[src/rtl/ode_config.svh]
// Euler solver configuration
`ifndef ODE_CONFIG_SVH
`define ODE_CONFIG_SVH

// word width of every Q16.16 value
`define ODE_WIDTH 32

// fraction bits in the fixed-point format
`define ODE_FRAC 16

// multiplier pipeline depth
`define ODE_MUL_STAGES 2

// step pipe latency through both multiplies and the y add
`define ODE_STEP_LAT 5

// width of the step counter in a command
`define ODE_STEP_BITS 16

`endif

[src/rtl/ode_pkg.sv]
// Euler solver types
`include "ode_config.svh"

package ode_pkg;

	// signed Q16.16 scalar
	typedef logic signed [`ODE_WIDTH-1:0] fixed_t;

	// saturation limits
	localparam fixed_t fixed_max = {1'b0, {(`ODE_WIDTH-1){1'b1}}};
	localparam fixed_t fixed_min = {1'b1, {(`ODE_WIDTH-1){1'b0}}};

	// solution point
	typedef struct packed {
		fixed_t y;
		fixed_t t;
	} ode_state_t;

	// operands of one Euler step
	typedef struct packed {
		ode_state_t state;
		fixed_t h;
		fixed_t k;
	} step_op_t;

	// one trajectory request
	typedef struct packed {
		ode_state_t init;
		fixed_t h;
		fixed_t k;
		logic [`ODE_STEP_BITS-1:0] steps;
	} ode_cmd_t;

endpackage

[src/rtl/ode_control.sv]
// Euler solver controller
`timescale 1ns/1ps
`include "ode_config.svh"

module ode_control (
	input logic clock,
	input logic rst,
	input logic cmd_valid,
	input ode_pkg::ode_cmd_t cmd,
	output logic step_valid,
	output ode_pkg::step_op_t step_in,
	input logic out_valid,
	input ode_pkg::ode_state_t step_out,
	output logic result_valid,
	output logic done,
	output logic busy,
	output ode_pkg::ode_state_t result
);

	typedef enum logic [1:0] {
		st_idle,
		st_issue,
		st_wait
	} ctrl_state_e;

	ctrl_state_e state_q;
	ctrl_state_e state_d;
	ode_pkg::ode_state_t init_q;
	ode_pkg::fixed_t h_q;
	ode_pkg::fixed_t k_q;
	logic [`ODE_STEP_BITS-1:0] count_q;
	logic accept;
	logic zero_steps;
	logic last_step;

	// new commands only land when idle
	assign accept = (state_q == st_idle) && cmd_valid;
	assign zero_steps = (count_q == '0);
	assign last_step = (count_q == {{(`ODE_STEP_BITS-1){1'b0}}, 1'b1});

	always_comb
	begin
		state_d = state_q;
		step_valid = 1'b0;
		result_valid = 1'b0;
		done = 1'b0;
		case (state_q)
			st_idle:
			begin
				if (cmd_valid)
					state_d = st_issue;
			end
			st_issue:
			begin
				if (zero_steps)
				begin
					done = 1'b1;
					state_d = st_idle;
				end
				else
				begin
					step_valid = 1'b1;
					state_d = st_wait;
				end
			end
			st_wait:
			begin
				// a returning result immediately launches the next step
				if (out_valid)
				begin
					result_valid = 1'b1;
					if (last_step)
					begin
						done = 1'b1;
						state_d = st_idle;
					end
					else
						step_valid = 1'b1;
				end
			end
			default:
				state_d = st_idle;
		endcase
	end

	// first step from the command, then from the pipe output
	always_comb
	begin
		step_in.h = h_q;
		step_in.k = k_q;
		if (state_q == st_issue)
			step_in.state = init_q;
		else
			step_in.state = step_out;
	end

	always_ff @(posedge clock)
	begin
		if (rst)
		begin
			state_q <= st_idle;
			count_q <= '0;
		end
		else
		begin
			state_q <= state_d;
			if (accept)
				count_q <= cmd.steps;
			else if (result_valid)
				count_q <= count_q - 1'b1;
		end
	end

	always_ff @(posedge clock)
	begin
		if (accept)
		begin
			init_q <= cmd.init;
			h_q <= cmd.h;
			k_q <= cmd.k;
		end
	end

	assign busy = (state_q != st_idle);
	assign result = step_out;

	// one trajectory at a time so no issue until the pipe has drained
	a_one_in_flight: assert property (@(posedge clock) disable iff (rst)
		step_valid |=> (!step_valid) [*(`ODE_STEP_LAT-1)])
		else $error("step issued while another step is in flight");

	// done ends a busy trajectory with every step used up
	a_done_busy: assert property (@(posedge clock) disable iff (rst)
		done |-> busy ##1 (count_q == '0))
		else $error("done raised outside a busy trajectory or with steps left");

endmodule

[config.mk]
export PLATFORM = sky130hd
export DESIGN_NAME = ode_control
export DESIGN_NICKNAME = d
export VERILOG_FILES = /design/src/rtl/ode_pkg.sv /design/src/rtl/ode_control.sv
export VERILOG_INCLUDE_DIRS = /design/src /design/src/rtl
export SDC_FILE = /design/constraint.sdc
export NUM_CORES = 1
export LEC_CHECK = 0
export BUFFER_PORTS_ARGS = -buffer_cell sky130_fd_sc_hd__buf_4
export CAP_MARGIN = 20
export CORE_AREA = 8 8 153 155
export DETAILED_ROUTE_END_ITERATION = 12
export DIE_AREA = 0 0 161 163
export PLACE_DENSITY = 0.67
export SETUP_SLACK_MARGIN = 0.02
export SLEW_MARGIN = 20
export SYNTH_ARGS = -nofsm -noshare
export SYNTH_HDL_FRONTEND = slang
export SYNTH_SLANG_ARGS = --single-unit
[constraint.sdc]
create_clock -name clock -period 3.55 [get_ports clock]
set_input_delay 0.1775 -clock clock [delete_from_list [all_inputs] [get_ports clock]]
set_output_delay 0.1775 -clock clock [all_outputs]
set_load 0.01 [all_outputs]
==> results of run 1 <==
==> routing by layer <==
layer | share of wire | GRT usage | routed length [um]
met5 | 0 | 0 | 0
met4 | 0.019 | 0.0602 | 423
met3 | 0.096 | 0.0683 | 2180
met2 | 0.51 | 0.285 | 11600
met1 | 0.37 | 0.178 | 8400
==> path summary, 6_finish.rpt <==
path,slack (ps),to,depth (start not counted),startpoint
worst max-delay path,870,step_in[94],5,state_q[1]
worst min-delay path,60,count_q[6],3,cmd[6]
worst max register to register,980,k_q[9],6,state_q[0]
worst min register to register,550,state_q[0],2,state_q[0]
==> worst min-delay path: stages <==
cell and delay [ps]:
buf_4 110, nor2_1 90, a211oi_1 50
==> registers in the layout, summed over array words and instances (netlist names) <==
register  flops
k_q          32
count_q      16
state_q       2
h_q          32
init_q       64
==> power by group <==
| group | internal (W) | switching, W | leakage (nW) | total, W |
|---|---|---|---|---|
| clock | 0.000969 | 0.000865 | 0.300 | 0.00183 |
| sequential | 0.00207 | 0.0000668 | 1.37 | 0.00213 |
| combinational | 0.000638 | 0.000508 | 2.96 | 0.00115 |
==> kinds of logic (layout without fill, tap and decap cells) <==
group / Yosys count / after routing / synth area share
flops: 146 / 146 / 0.685
buf+inv: 83 / 578 / 0.0901
mux: 64 / 64 / 0.117
other cells: 0 / 1 / 0
simple gates: 51 / 51 / 0.0469
compound gates: 26 / 26 / 0.0306
xor+xnor: 14 / 14 / 0.0200
fa+ha+maj: 5 / 5 / 0.0102
==> synth_stat cells (5+ instances only) <==
master,number
mux2_2,64
inv_1,6
xor2_1,5
nand2_1,7
edfxtp_1,128
buf_4,64
clkbuf_1,9
ha_1,5
dfxtp_1,18
nor2_1,18
xnor2_1,9
a211oi_1,14
==> repair_timing <==
action,4_1_cts,5_1_grt
gates resized for setup,0,0
hold buffers,129,0
hold endpoints to repair,129,0
==> through the flow <==
step           power, W  hold slack (ps)
5_1_grt         0.00533             43.3
4_1_cts         0.00516             39.7
2_1_floorplan   0.00264              276
3_5_place_dp    0.00320              357
6_report        0.00511             62.6
3_3_place_gp    0.00318              356
==> layout make-up <==
class,count,area [um2]
diodes,1,2.50
clock buffers,17,425
clock inverters,15,189
fillers,1702,9860
inverters,6,26.3
multi-input cells,160,1380
flip-flops and latches,146,4200
well taps,275,344
repair buffers,540,4390
==> results.yml, run 1 <==
clock_tree:
  cts_tree: "done"
  cts_htree_levels: 4
  post_cts_buffers: 0
  insertion_delay_ps: 420
  cts_made_buffers: 17
  root_buffer: "clkbuf_16"
  cts_sinks: 146
  cts_buffer_depth: 2
  clk_pin_slew_worst_paths_ps: 80
synthesis:
  yosysSeqAreaShare: 0.685
  syn_area_per_cell_um2: 15.8
  ys_top_cells_by_area: "edfxtp_1, mux2_2, buf_4, dfxtp_1, a211oi_1"
  synth_area_leader_cell: "edfxtp_1"
  yosys.cell_types.count: 40
  synth_top_cell_area_share: 0.626
  syn_area_um2: 6140
  postSynth.asyncResetShare: 0
  synth_enable_flop_cells: 128
  syn_nets: 606
  synth_warnings: 0
  synthCells: 389
  synth_flop_cell: "edfxtp_1"
  ys_ff_latch: 146
place:
  placed_cells: 998
  hpwl_mm: 16.5
  gp_congestion: 0.804
  dpl_cell_area_um2: 9060
  port_buffers: 407
  post-place-ws_ps: 933
detailed_routing:
  postRouteWirelength_mm: 22.6
  via_per_inst: 4.28
  first_pass_iters: 4
  via_count: 4960
  route.detailed.drc: 0
  detail-route-antenna-nets: 0
  wl_per_cell_um: 19.5
  first_iter_violations: 232
floorplanning:
  dieArea_um2: 26200
  fp-row-count: 53
  die_w_um: 161
  core_um2: 20800
  num_io_pins: 408
  die_h_um: 163
  initial_utilization: 0.295
critical_path:
  endpoint_kind: "primary output"
  critPathSlowestCell: "buf_4"
  worstPathRequired_ps: 3370
  cp_data_arrival_time_ps: 2500
  worstSetupPathType: "reg2out"
  cpMostUsedCell: "buf_4"
  critPathMaxStageDelay_ps: 620
  crit_chain: "inv_1 -> ha_2 -> buf_4 -> mux2_2 -> buf_4"
  cp-start-kind: "flop"
  cp.buffers_inverters: 3
  critPathTopFamily: "buffers and inverters"
  cp_max_fo: 54
hold_path:
  hold_class: "in2reg"
finish:
  layout_common_cells: "buf_4, dlygate4sd3_1, edfxtp_1"
  area_growth_pct: 78.6
  post-route-util: 0.527
  fin_nets: 1088
  drive_above_1_share: 0.585
  layout_commonest_cell: "buf_4"
  design_area_um2: 11000
  stdcell_count: 1160
global_routing:
  grt_usage: 0.165
  first_global_vias: 5642
  grt_pass1_wl_mm: 33.4
  grt_max_degree: 69
  grt-ovfl-total: 0
  antenna_found_initial: 1
flow_run:
  cap_violations: 0
timing:
  min_period_ps: 2680
  layout_setup_ws_ps: 870
  finalCritPeriodShare: 0.755
  slew_headroom: 0.501
  rsz0062_at_grt: "no"
  hold_viol: 0
  setup_viol: 0
  fmax_ghz: 0.373
  timing_max_transition_violations_final: 0
  finalClockSkew_ps: 15.4
  final.setup.tns_ps: 0
  tightest_slew_ps: 747
power:
  leakagePower_nw: 4.63
  powerDensity_nw_per_um2: 466
  ir_drop_v: 0.000330
status:
  status: "finished clean"
Power figures use the tool's default switching activity.
==> run 2, diff against run 1 <==
- CORE_AREA: 8 8 153 155 -> 8 8 154 156
- DIE_AREA: 0 0 161 163 -> 0 0 162 164
- PLACE_DENSITY: 0.67 -> 0.64
- clock period: 3.55 -> 2.7 ns (I/O delays scaled with it)
==> results.yml, run 2 (same netlist as run 1, synthesis figures left out) <==
global_routing:
  grt.busiest_layer: "met2"
  grt.met2_usage: 0.284
  antenna_found_initial: 2
  grt_pass1_wl_mm: 32.1
  grt_max_degree: 61
  grt-ovfl-total: 0
  met1_usage: 0.162
  grt_usage: 0.159
  first_global_vias: 5466
  grtUsageMet3: 0.0794
finish:
  reg.largest.list: "init_q (64), h_q (32), k_q (32)"
  layout_common_cells: "buf_4, dlygate4sd3_1, edfxtp_1"
  stdcell_count: 1168
  drive_above_1_share: 0.593
  largest_reg_flops: 64
  layout_commonest_cell: "buf_4"
  fin_nets: 1090
  nFillCells: 1815
  regMostFlops: "init_q"
  area_growth_pct: 79.9
critical_path:
  reg2reg_to: "k_q[31]"
  worstSetupPathType: "reg2out"
  endpoint_kind: "primary output"
  cp_max_fo: 7
  cp-start-kind: "flop"
  worstPathRequired_ps: 2570
  rr_startpoint: "state_q[0]"
  critPathMaxStageDelay_ps: 480
  critPathSlowestCell: "nor4_4"
  rrSetupSlack_ps: 720
  cp_data_arrival_time_ps: 2080
  crit_chain: "nor4_4 -> and4_2 -> a21boi_0 -> a21oi_1 -> nor2b_1 -> buf_4"
  r2r_cells: 5
detailed_routing:
  detail-route-antenna-nets: 0
  route.detailed.drc: 0
  wl_per_cell_um: 19.0
  first_iter_violations: 173
  via_count: 4961
  postRouteWirelength_mm: 22.2
  via_per_inst: 4.25
  first_pass_iters: 4
timing:
  setup_viol: 0
  min_period_ps: 2210
  finalClockSkew_ps: 12.1
  hold_viol: 0
  rsz0062_at_grt: "no"
  fmax_ghz: 0.452
  slew_headroom: 0.653
  layout_setup_ws_ps: 488
  final.setup.tns_ps: 0
  timing_max_transition_violations_final: 0
  hold_ws_ps: 28.8
  finalCritPeriodShare: 0.819
  tightest_slew_ps: 514
floorplanning:
  initial_utilization: 0.288
  num_io_pins: 408
  core_um2: 21400
  die_w_um: 162
  die_h_um: 164
  dieArea_um2: 26600
  fp-row-count: 54
hold_path:
  worstHoldPathCells: 3
  hold_class: "in2reg"
  hold_end: "count_q[12]"
  min-delay-start: "cmd[12]"
flow_run:
  cap_violations: 0
power:
  powerDensity_nw_per_um2: 607
  power_w: 0.00670
  leakagePower_nw: 4.65
  ir_drop_v: 0.000402
place:
  gp_congestion: 0.820
  hpwl_mm: 16.8
  port_buffers: 407
  placed_cells: 1005
  post-place-ws_ps: 715
clock_tree:
  insertion_delay_ps: 420
  clk_pin_slew_worst_paths_ps: 70
  cts_buffer_depth: 2
  cts_made_buffers: 17
  cts_tree: "done"
  cts_sinks: 146
  root_buffer: "clkbuf_16"
  cts_htree_levels: 4
status:
  status: "finished clean"
==> run 2: changes by cell type in the layout (fill, tap and decap cells not counted), sizes merged <==
cell    previous run  this run
diode              1         2
buf              411       413
clkinv             5         8
inv               15        12
==> run 2: final cells by class <==
cell class,count,area (um2),share of cell area
multi-input cells,160,1410,0.128
clock inverters,15,186,0.0169
well taps,280,350,0.0317
flip-flops and latches,146,4210,0.381
inverters,6,26.3,0.00238
diodes,2,5.00,0.000453
repair buffers,542,4430,0.401
clock buffers,17,425,0.0385
==> run 2: layer usage <==
metal	routed length, um	up-vias
met2	11400	264
met4	350	0
li1	-	2354
met1	8030	2324
met3	2420	19
met5	0	-
==> run 2: worst max path at each step <==
stage | start | to
finish | count_q[2] | step_valid
global route | count_q[2] | step_valid
CTS | count_q[2] | step_valid
detailed placement | state_q[0] | k_q[10]
global placement | state_q[0] | k_q[10]
floorplan | state_q[0] | h_q[0]
==> run 2: power by group <==
part	switching, W	total [W]	internal [W]
registers	0.0000855	0.00280	0.00271
logic	0.000674	0.00154	0.000863
clock network	0.00110	0.00236	0.00126
==> run 2: stage by stage <==
step | utilization | instance area (um2)
final | 0.517 | 11000
after global routing | 0.517 | 11000
after CTS | 0.517 | 11000
after detailed placement | 0.428 | 9140
after global placement | 0.428 | 9140
after floorplan | - | 6160
==> run 2: worst max-delay path: cells and delay by family (launching register included) <==
family / cells / cell delay [ps]
AOI/OAI and AO/OA: 2 / 260
buffers and inverters: 1 / 140
DFF: 1 / 380
and+or+nand+nor: 3 / 880
==> run 2: timing repair <==
action                    in CTS  in global routing
hold endpoints to repair     129                  0
gates resized for setup        0                  0
hold buffers                 129                  0
setup buffers                  0                  0
